$ cat config.mk
export PLATFORM = sky130hd
export DESIGN_NAME = guitar_recorder
export DESIGN_NICKNAME = d
export VERILOG_FILES = /design/src/guitar_pkg.sv /design/src/guitar_recorder.sv /design/src/note_display.sv /design/src/mode_control.sv /design/src/note_memory.sv /design/src/note_capture.sv /design/src/tempo_divider.sv
export SDC_FILE = /design/constraint.sdc
export NUM_CORES = 2
export LEC_CHECK = 0
export BUFFER_PORTS_ARGS = -buffer_cell sky130_fd_sc_hd__buf_2
export CORE_ASPECT_RATIO = 1.25
export CORE_UTILIZATION = 45
export CTS_CLUSTER_DIAMETER = 80
export DETAILED_ROUTE_END_ITERATION = 16
export PLACE_DENSITY = 0.58
export SLEW_MARGIN = 10
export SYNTH_ARGS = -nofsm -noshare
export SYNTH_HDL_FRONTEND = slang
export SYNTH_SLANG_ARGS = --single-unit
export TNS_END_PERCENT = 20
$ cat constraint.sdc
create_clock -name clk -period 7 [get_ports clk]
set_input_delay 0.7 -clock clk [delete_from_list [all_inputs] [get_ports clk]]
set_output_delay 0.7 -clock clk [all_outputs]
set_load 0.01 [all_outputs]
$ cat src/guitar_pkg.sv
// contact inputs arrive active high; segment outputs are active low; tempo math assumes clk_hz*60 fits 64 bits
package guitar_pkg;

	typedef logic [5:0] string_mask_t;  // bit 0 is string 0
	typedef logic [3:0] fret_mask_t;    // bit 0 is bar 1
	typedef logic [4:0] row_flags_t;    // row 0 open, rows 1..4 bars

	// one sample of the fretboard contacts
	typedef struct packed {
		string_mask_t strings;
		fret_mask_t   frets;
	} pick_t;

	typedef struct packed {
		logic [1:0]   pad;   // always zero
		string_mask_t row4;
		string_mask_t row3;
		string_mask_t row2;
		string_mask_t row1;
		string_mask_t row0;  // bits 5..0
	} note_word_t;

	typedef logic [6:0] seg_t;  // active low, bit 6 is segment g

	typedef enum logic [3:0] {
		ST_SELECT          = 4'd0,
		ST_SELECT_REL      = 4'd1,
		ST_WAIT_REC        = 4'd2,
		ST_WAIT_REC_REL    = 4'd3,
		ST_RECORDING       = 4'd4,
		ST_RECORDING_REL   = 4'd5,
		ST_REC_STOP        = 4'd6,
		ST_REC_STOP_REL    = 4'd7,
		ST_WAIT_PLAY       = 4'd8,
		ST_WAIT_PLAY_REL   = 4'd9,
		ST_PLAYING         = 4'd10,
		ST_PLAYING_REL     = 4'd11,
		ST_PLAY_STOP       = 4'd12,
		ST_PLAY_STOP_REL   = 4'd13,
		ST_END             = 4'd14
	} ctrl_state_t;

	localparam logic [1:0] MODE_PLAY   = 2'd0;
	localparam logic [1:0] MODE_RECORD = 2'd1;

	// beats per minute, indexed by speed switch
	localparam int unsigned TEMPO_BPM [0:7] = '{40, 60, 80, 100, 120, 140, 180, 220};
	localparam int unsigned WINDOW_DIV = 5000;  // dead time is clk_hz / WINDOW_DIV cycles
	localparam int unsigned NOTE_DEPTH = 64;

	typedef logic [$clog2(NOTE_DEPTH)-1:0] note_addr_t;

	localparam seg_t SEG_BLANK = 7'h7f;

	function automatic seg_t hex_seg(input logic [3:0] digit);
		seg_t seg;
		case (digit)
			4'h0: seg = 7'b100_0000;
			4'h1: seg = 7'b111_1001;
			4'h2: seg = 7'b010_0100;
			4'h3: seg = 7'b011_0000;
			4'h4: seg = 7'b001_1001;
			4'h5: seg = 7'b001_0010;
			4'h6: seg = 7'b000_0010;
			4'h7: seg = 7'b111_1000;
			4'h8: seg = 7'b000_0000;
			4'h9: seg = 7'b001_1000;
			4'hA: seg = 7'b000_1000;
			4'hB: seg = 7'b000_0011;
			4'hC: seg = 7'b100_0110;
			4'hD: seg = 7'b010_0001;
			4'hE: seg = 7'b000_0110;
			4'hF: seg = 7'b000_1110;
			default: seg = SEG_BLANK;
		endcase
		return seg;
	endfunction

endpackage
$ cat src/guitar_recorder.sv
// all inputs active high and synchronous to clk; clk_hz sets the beat length, lower it for simulation
`timescale 1ns/100ps

module guitar_recorder #(
	parameter int unsigned clk_hz = 50_000_000
) (
	input  logic                   clk,
	input  logic                   resetn,
	input  logic                   select,
	input  logic                   back,
	input  logic [2:0]             speed,
	input  logic [1:0]             mode_sel,
	input  guitar_pkg::pick_t      pick,
	output guitar_pkg::note_word_t note,
	output guitar_pkg::seg_t       note_lo_seg,
	output guitar_pkg::seg_t       note_hi_seg,
	output guitar_pkg::seg_t       state_seg
);

	logic                    sample_window;
	logic                    note_strobe;
	guitar_pkg::note_word_t  note_word;
	logic                    addr_clear;
	logic                    recording;
	logic                    playing;
	guitar_pkg::ctrl_state_t state;

	tempo_divider #(
		.clk_hz(clk_hz)
	) u_tempo (
		.clk          (clk),
		.resetn       (resetn),
		.speed        (speed),
		.sample_window(sample_window)
	);

	note_capture u_capture (
		.clk          (clk),
		.resetn       (resetn),
		.sample_window(sample_window),
		.pick         (pick),
		.note_strobe  (note_strobe),
		.note_word    (note_word)
	);

	note_memory u_memory (
		.clk        (clk),
		.resetn     (resetn),
		.addr_clear (addr_clear),
		.recording  (recording),
		.playing    (playing),
		.note_strobe(note_strobe),
		.note_word  (note_word),
		.note       (note)
	);

	mode_control u_control (
		.clk       (clk),
		.resetn    (resetn),
		.select    (select),
		.back      (back),
		.mode_sel  (mode_sel),
		.state     (state),
		.addr_clear(addr_clear),
		.recording (recording),
		.playing   (playing)
	);

	note_display u_display (
		.note       (note),
		.state      (state),
		.note_lo_seg(note_lo_seg),
		.note_hi_seg(note_hi_seg),
		.state_seg  (state_seg)
	);

endmodule

$ cat src/note_display.sv
// each half word shows a digit only when exactly one bit is set, otherwise F; outputs are active low
`timescale 1ns/100ps

module note_display (
	input  guitar_pkg::note_word_t  note,
	input  guitar_pkg::ctrl_state_t state,
	output guitar_pkg::seg_t        note_lo_seg,
	output guitar_pkg::seg_t        note_hi_seg,
	output guitar_pkg::seg_t        state_seg
);

	logic [15:0] half_lo;
	logic [15:0] half_hi;

	// position of the single set bit
	function automatic logic [3:0] onehot_digit(input logic [15:0] half);
		logic [3:0] digit;
		digit = 4'hF;
		if ($onehot(half)) begin
			for (int k = 0; k < 16; k++) begin
				if (half[k])
					digit = 4'(k);
			end
		end
		return digit;
	endfunction

	assign half_lo = note[15:0];
	assign half_hi = note[31:16];

	assign note_lo_seg = guitar_pkg::hex_seg(onehot_digit(half_lo));
	assign note_hi_seg = guitar_pkg::hex_seg(onehot_digit(half_hi));
	assign state_seg   = guitar_pkg::hex_seg(state);  // raw state code

endmodule

$ cat src/mode_control.sv
// buttons are expected debounced and active high; every action waits for select to be released
`timescale 1ns/100ps

module mode_control (
	input  logic                    clk,
	input  logic                    resetn,
	input  logic                    select,
	input  logic                    back,
	input  logic [1:0]              mode_sel,
	output guitar_pkg::ctrl_state_t state,
	output logic                    addr_clear,
	output logic                    recording,
	output logic                    playing
);

	guitar_pkg::ctrl_state_t next_state;

	always_comb begin
		next_state = state;
		case (state)
			guitar_pkg::ST_SELECT:
				if (select)
					next_state = guitar_pkg::ST_SELECT_REL;
			guitar_pkg::ST_SELECT_REL:
				if (!select) begin
					if (mode_sel == guitar_pkg::MODE_PLAY)
						next_state = guitar_pkg::ST_WAIT_PLAY;
					else if (mode_sel == guitar_pkg::MODE_RECORD)
						next_state = guitar_pkg::ST_WAIT_REC;
					else
						next_state = guitar_pkg::ST_SELECT;  // unknown mode
				end

			// record branch
			guitar_pkg::ST_WAIT_REC:
				if (back)
					next_state = guitar_pkg::ST_SELECT;
				else if (select)
					next_state = guitar_pkg::ST_WAIT_REC_REL;
			guitar_pkg::ST_WAIT_REC_REL:
				if (!select)
					next_state = guitar_pkg::ST_RECORDING;
			guitar_pkg::ST_RECORDING:
				if (select)
					next_state = guitar_pkg::ST_RECORDING_REL;
			guitar_pkg::ST_RECORDING_REL:
				if (!select)
					next_state = guitar_pkg::ST_REC_STOP;
			guitar_pkg::ST_REC_STOP:
				if (select || back)
					next_state = guitar_pkg::ST_REC_STOP_REL;
			guitar_pkg::ST_REC_STOP_REL:
				if (!select)
					next_state = guitar_pkg::ST_END;

			// play branch
			guitar_pkg::ST_WAIT_PLAY:
				if (back)
					next_state = guitar_pkg::ST_SELECT;
				else if (select)
					next_state = guitar_pkg::ST_WAIT_PLAY_REL;
			guitar_pkg::ST_WAIT_PLAY_REL:
				if (!select)
					next_state = guitar_pkg::ST_PLAYING;
			guitar_pkg::ST_PLAYING:
				if (select)
					next_state = guitar_pkg::ST_PLAYING_REL;
			guitar_pkg::ST_PLAYING_REL:
				if (!select)
					next_state = guitar_pkg::ST_PLAY_STOP;
			guitar_pkg::ST_PLAY_STOP:
				if (select || back)
					next_state = guitar_pkg::ST_PLAY_STOP_REL;
			guitar_pkg::ST_PLAY_STOP_REL:
				if (!select)
					next_state = guitar_pkg::ST_END;

			guitar_pkg::ST_END:
				next_state = guitar_pkg::ST_SELECT;
			default:
				next_state = guitar_pkg::ST_SELECT;  // code 15 is unused
		endcase
	end

	always_ff @(posedge clk) begin
		if (!resetn)
			state <= guitar_pkg::ST_SELECT;
		else
			state <= next_state;
	end

	// address held at zero while waiting to start
	assign addr_clear = state inside {guitar_pkg::ST_WAIT_REC, guitar_pkg::ST_WAIT_REC_REL,
		guitar_pkg::ST_WAIT_PLAY, guitar_pkg::ST_WAIT_PLAY_REL};
	assign recording  = state inside {guitar_pkg::ST_RECORDING, guitar_pkg::ST_RECORDING_REL};
	assign playing    = state inside {guitar_pkg::ST_PLAYING, guitar_pkg::ST_PLAYING_REL};

endmodule

$ cat src/note_memory.sv
// recording wraps after 64 notes and overwrites the oldest; recording wins if both mode levels are high
`timescale 1ns/100ps

module note_memory (
	input  logic                   clk,
	input  logic                   resetn,
	input  logic                   addr_clear,
	input  logic                   recording,
	input  logic                   playing,
	input  logic                   note_strobe,
	input  guitar_pkg::note_word_t note_word,
	output guitar_pkg::note_word_t note
);

	guitar_pkg::note_word_t mem [guitar_pkg::NOTE_DEPTH];
	guitar_pkg::note_addr_t addr;
	logic                   write_en;
	logic                   read_en;

	assign write_en = note_strobe & recording;
	assign read_en  = note_strobe & playing & ~recording;

	always_ff @(posedge clk) begin
		if (write_en)
			mem[addr] <= note_word;
	end

	always_ff @(posedge clk) begin
		if (!resetn) begin
			addr <= '0;
			note <= '0;
		end else begin
			if (addr_clear)
				addr <= '0;
			else if (write_en || read_en)
				addr <= addr + 1'b1;  // wraps after 63

			if (write_en)
				note <= note_word;  // echo the word being stored
			else if (read_en)
				note <= mem[addr];
			else if (!recording && !playing)
				note <= '0;
		end
	end

endmodule

$ cat src/note_capture.sv
// contacts are sampled every cycle of the window with no debounce; several bars keep only the highest
`timescale 1ns/100ps

module note_capture (
	input  logic                   clk,
	input  logic                   resetn,
	input  logic                   sample_window,
	input  guitar_pkg::pick_t      pick,
	output logic                   note_strobe,
	output guitar_pkg::note_word_t note_word
);

	guitar_pkg::string_mask_t held_strings;
	guitar_pkg::row_flags_t   held_rows;
	guitar_pkg::row_flags_t   row_pick;
	logic                     window_d;
	logic                     window_fall;

	// highest pressed bar wins, open string when none
	always_comb begin
		row_pick = '0;
		if (pick.frets[3])
			row_pick[4] = 1'b1;
		else if (pick.frets[2])
			row_pick[3] = 1'b1;
		else if (pick.frets[1])
			row_pick[2] = 1'b1;
		else if (pick.frets[0])
			row_pick[1] = 1'b1;
		else
			row_pick[0] = 1'b1;
	end

	assign window_fall = window_d & ~sample_window;

	always_ff @(posedge clk) begin
		if (!resetn) begin
			window_d     <= 1'b0;
			note_strobe  <= 1'b0;
			held_strings <= '0;
			held_rows    <= '0;
		end else begin
			window_d    <= sample_window;
			note_strobe <= window_fall;
			if (window_fall) begin
				held_strings <= '0;  // start fresh for next beat
				held_rows    <= '0;
			end else if (sample_window) begin
				held_strings <= held_strings | pick.strings;
				held_rows    <= held_rows | row_pick;
			end
		end
	end

	// encode on the window edge
	always_ff @(posedge clk) begin
		if (window_fall) begin
			note_word.pad  <= 2'b00;
			note_word.row0 <= {6{held_rows[0]}} & held_strings;
			note_word.row1 <= {6{held_rows[1]}} & held_strings;
			note_word.row2 <= {6{held_rows[2]}} & held_strings;
			note_word.row3 <= {6{held_rows[3]}} & held_strings;
			note_word.row4 <= {6{held_rows[4]}} & held_strings;
		end
	end

endmodule

$ cat src/tempo_divider.sv
// speed changes take effect at the next reload; counter is 32 bits, so clk_hz*60/40 must stay below 2^32
`timescale 1ns/100ps

module tempo_divider #(
	parameter int unsigned clk_hz = 50_000_000
) (
	input  logic       clk,
	input  logic       resetn,
	input  logic [2:0] speed,
	output logic       sample_window
);

	logic [31:0] period_tab [0:7];
	logic [31:0] period;
	logic [31:0] dead_time;
	logic [31:0] count;

	// beat length in cycles for each tempo
	for (genvar i = 0; i < 8; i++) begin : g_period
		assign period_tab[i] = 32'((64'(clk_hz) * 64'd60) / 64'(guitar_pkg::TEMPO_BPM[i]));
	end

	assign period    = period_tab[speed];
	assign dead_time = 32'(clk_hz / guitar_pkg::WINDOW_DIV);

	always_ff @(posedge clk) begin
		if (!resetn) begin
			count         <= period - 32'd1;
			sample_window <= 1'b0;
		end else begin
			if (count == '0)
				count <= period - 32'd1;  // reload for next beat
			else
				count <= count - 32'd1;
			sample_window <= (count >= dead_time);  // low during dead time at beat start
		end
	end

endmodule

==> results.py <==
metrics = {
    "sta": {
        "period_minus_slack_ns": 6.830,
        "setup_viol": 0,
        "skew_ns": 0.03573,
        "max_slew_margin_pct": 23.34,
        "hold_viol_final": 0,
        "worstMarginPinSlew_ns": 1.146,
        "drv_slew": 0,
        "grt_setup_unrepaired": "yes",
        "fmax_ghz": 0.1464,
        "fin_crit_sh_pct": 97.58,
    },
    "clocking": {
        "clockBufferDepth": 3,
        "cts_tree": "built",
        "cts.sinks": 2049,
        "cts_made_buffers": 191,
        "cts.htree.levels": 4,
        "clk_pin_slew_ns": 0.06,
        "clk_latency_ns": 0.85,
        "root_buffer": "clkbuf_16",
    },
    "route": {
        "vias": 40109,
        "wl_per_cell_um": 31.76,
        "drtAntennaViolNets": 0,
        "viasPerCell": 5.965,
        "first_iter_violations": 3867,
        "firstDrtPassIters": 7,
        "wl_um": 213500,
        "post-route-drc-count": 0,
    },
    "setup_path": {
        "regToRegEndpoint": "u_memory.mem[20][23]",
        "arrival_ns": 6.13,
        "rr_worst_depth": 6,
        "rrSetupSlack_ns": 2.63,
        "worst-path-max-fanout": 4,
        "r2r-start": "u_control.state[2]",
        "cp-start-kind": "flop",
        "required_ns": 6.30,
        "critPathKind": "reg2out",
        "cp-end-kind": "output port",
    },
    "floorplan": {
        "dieArea_um2": 181400,
        "die_y_um": 476.0,
        "die_x_um": 381.2,
        "start_util_pct": 45.40,
        "ios": 72,
        "rows": 173,
        "core_um2": 178100,
    },
    "run": {
        "drv_cap": 0,
    },
    "power": {
        "p_leak_nw": 28.68,
        "p_per_area_nw_per_um2": 262.2,
        "peakVddDrop_mv": 0.2692,
        "p_total_mw": 23.96,
    },
    "grt": {
        "grt_use_total_pct": 23.64,
        "antenna_found_initial": 10,
        "grt_max_degree": 109,
        "grt_pass1_wl_um": 302000,
        "grt_overflow_total": 0,
        "grt_pass1_vias": 40190,
    },
    "status": {
        "status": "finished clean",
    },
    "yosys": {
        "synth_cell_types": 81,
        "syn_area_um2": 80870,
        "synthArstFlopShare_pct": 0,
        "ys_warn_count": 0,
        "synth_edf_count": 1950,
        "synthFlopType": "edfxtp_1",
        "seq_area_frac_synth_pct": 74.86,
        "avgSynthCellArea_um2": 20.37,
        "netlist_instances": 3971,
        "ys_ff_latch": 2049,
    },
    "placement": {
        "dp_hpwl_um": 126600,
        "io_buffers": 69,
        "gp_congestion": 0.8884,
        "placed_area_um2": 85070,
    },
    "hold_path": {
        "min_from": "pick[7]",
        "hold_end": "u_capture.held_strings[3]",
        "hp-class": "in2reg",
        "hold_depth": 3,
    },
    "finish": {
        "nets": 4287,
        "final_common_cell": "edfxtp_1",
        "layout_common_cells": "1950 x edfxtp_1, 490 x mux4_2, 197 x clkbuf_16",
        "layout-drive-gt1-share_pct": 25.64,
        "syn2layout_area_growth_pct": 13.03,
        "finish.instance_area_um2": 91410,
    },
}
[cells by family (layout without fill, tap and decap cells)]
| group | Yosys count | count (layout) | synth area share (%) |
|---|---|---|---|
| flip-flops | 2049 | 2049 | 74.86 |
| multiplexers | 631 | 631 | 15.40 |
| AND/OR/NAND/NOR | 500 | 500 | 3.100 |
| AO/OA/AOI/OAI | 397 | 397 | 3.312 |
| buffers and inverters | 282 | 670 | 1.597 |
| adder cells (fa/ha/maj) | 71 | 71 | 1.293 |
| XOR/XNOR | 40 | 40 | 0.4332 |
| other | 1 | 4 | 0.004637 |
[metrics by stage]
stage               util, %  instances  hold WS [ns]  setup TNS, ns  setup slack (ns)
floorplan                 -       3972        0.4412              0            0.4654
global placement      47.75       6360        0.4668              0            0.4190
detailed placement    47.75       6360        0.4797              0            0.2438
CTS                   51.27       6719       0.04228              0           0.01287
global route          51.31       6723       0.08175       -0.09475          -0.06146
finish                51.31       6724        0.1095              0            0.1696
[Yosys cell counts, drive strengths merged (53+ instances only)]
cell	count	area, µm²
nand2	96	360.4
edfxtp	1950	58560
mux2i	133	1331
clkbuf	84	316.6
o21ai	62	310.3
a22oi	53	397.9
nor2	152	570.6
mux4	490	11040
inv	74	277.8
buf	124	696.9
nand3	53	265.3
a21oi	94	470.5
dfxtp	99	1982
[power by group]
group | total (mW) | switching, mW | internal (mW)
Sequential | 13.4 | 0.0384 | 13.3
Combinational | 0.263 | 0.185 | 0.0783
Clock | 10.4 | 4.54 | 5.81
Total | 24.0 | 4.76 | 19.2
[cell type report]
cell class / count / area (µm²)
diodes: 2 / 5.005
well taps: 2362 / 2955
fillers: 14058 / 86740
multi-input cells: 1641 / 19650
repair buffers: 240 / 1767
flip-flops and latches: 2049 / 60560
clock buffers: 242 / 5119
inverters: 74 / 277.8
clock inverters: 114 / 1076
[layer usage]
layer	global-route usage, %	vias to the layer above	routed length (µm)
met5	0	-	0
met4	9.063	0	8709
met3	3.998	322	12760
met2	40.23	1452	108600
met1	30.44	21478	83480
li1	-	16857	-
[what timing repair did]
item | 4_1_cts | 5_1_grt
buffers inserted | 3 | 3
gates resized for setup | 9 | 11
hold buffers | 0 | 0
pin swaps | 3 | 6
setup endpoints to repair | 7 | 4
gates cloned | 0 | 0
endpoints found under the hold margin | 0 | 0
[registers in the layout, summed over array words and instances, names as in the netlist, named ones only]
| signal | count |
|---|---|
| u_tempo.sample_window | 1 |
| u_capture.held_rows | 5 |
| u_display.state_seg | 7 |
| u_memory.addr | 6 |
| u_capture.note_strobe | 1 |
| u_capture.window_d | 1 |
| u_tempo.count | 32 |
| u_control.state | 4 |
| u_memory.note | 30 |
| u_capture.held_strings | 6 |
| u_memory.mem | 1920 |
| u_capture.note_word | 30 |
[worst max-delay path, cell delays in order (launching register included)]
cell and delay, ns:
dfxtp_2 0.35, inv_1 0.07, ha_1 0.27, inv_1 0.05, fa_1 0.50, inv_1 0.07
fa_2 0.35, inv_2 0.06, fa_1 0.42, fa_1 0.53, inv_2 0.05, ha_4 0.15
fa_1 0.49, nor4b_4 0.35, nand2_2 0.13, a2111oi_4 0.43, ha_4 0.28, mux2i_1 0.15
nor2_1 0.07, a2111oi_2 0.31, buf_2 0.19
[worst max-delay path by stage]
stage	startpoint	to	slack [ns]	depth (start not counted)
final	u_memory.note[0]	note_lo_seg[3]	0.17	20
after detailed placement	u_memory.note[0]	note_lo_seg[3]	0.24	21
after global routing	u_memory.note[0]	note_lo_seg[3]	-0.06	20
after floorplan	u_memory.note[12]	note_lo_seg[3]	0.47	18
after CTS	u_memory.note[1]	note_lo_seg[3]	0.01	20
after global placement	u_memory.note[0]	note_lo_seg[3]	0.42	20
Power figures use the tool's default switching activity.
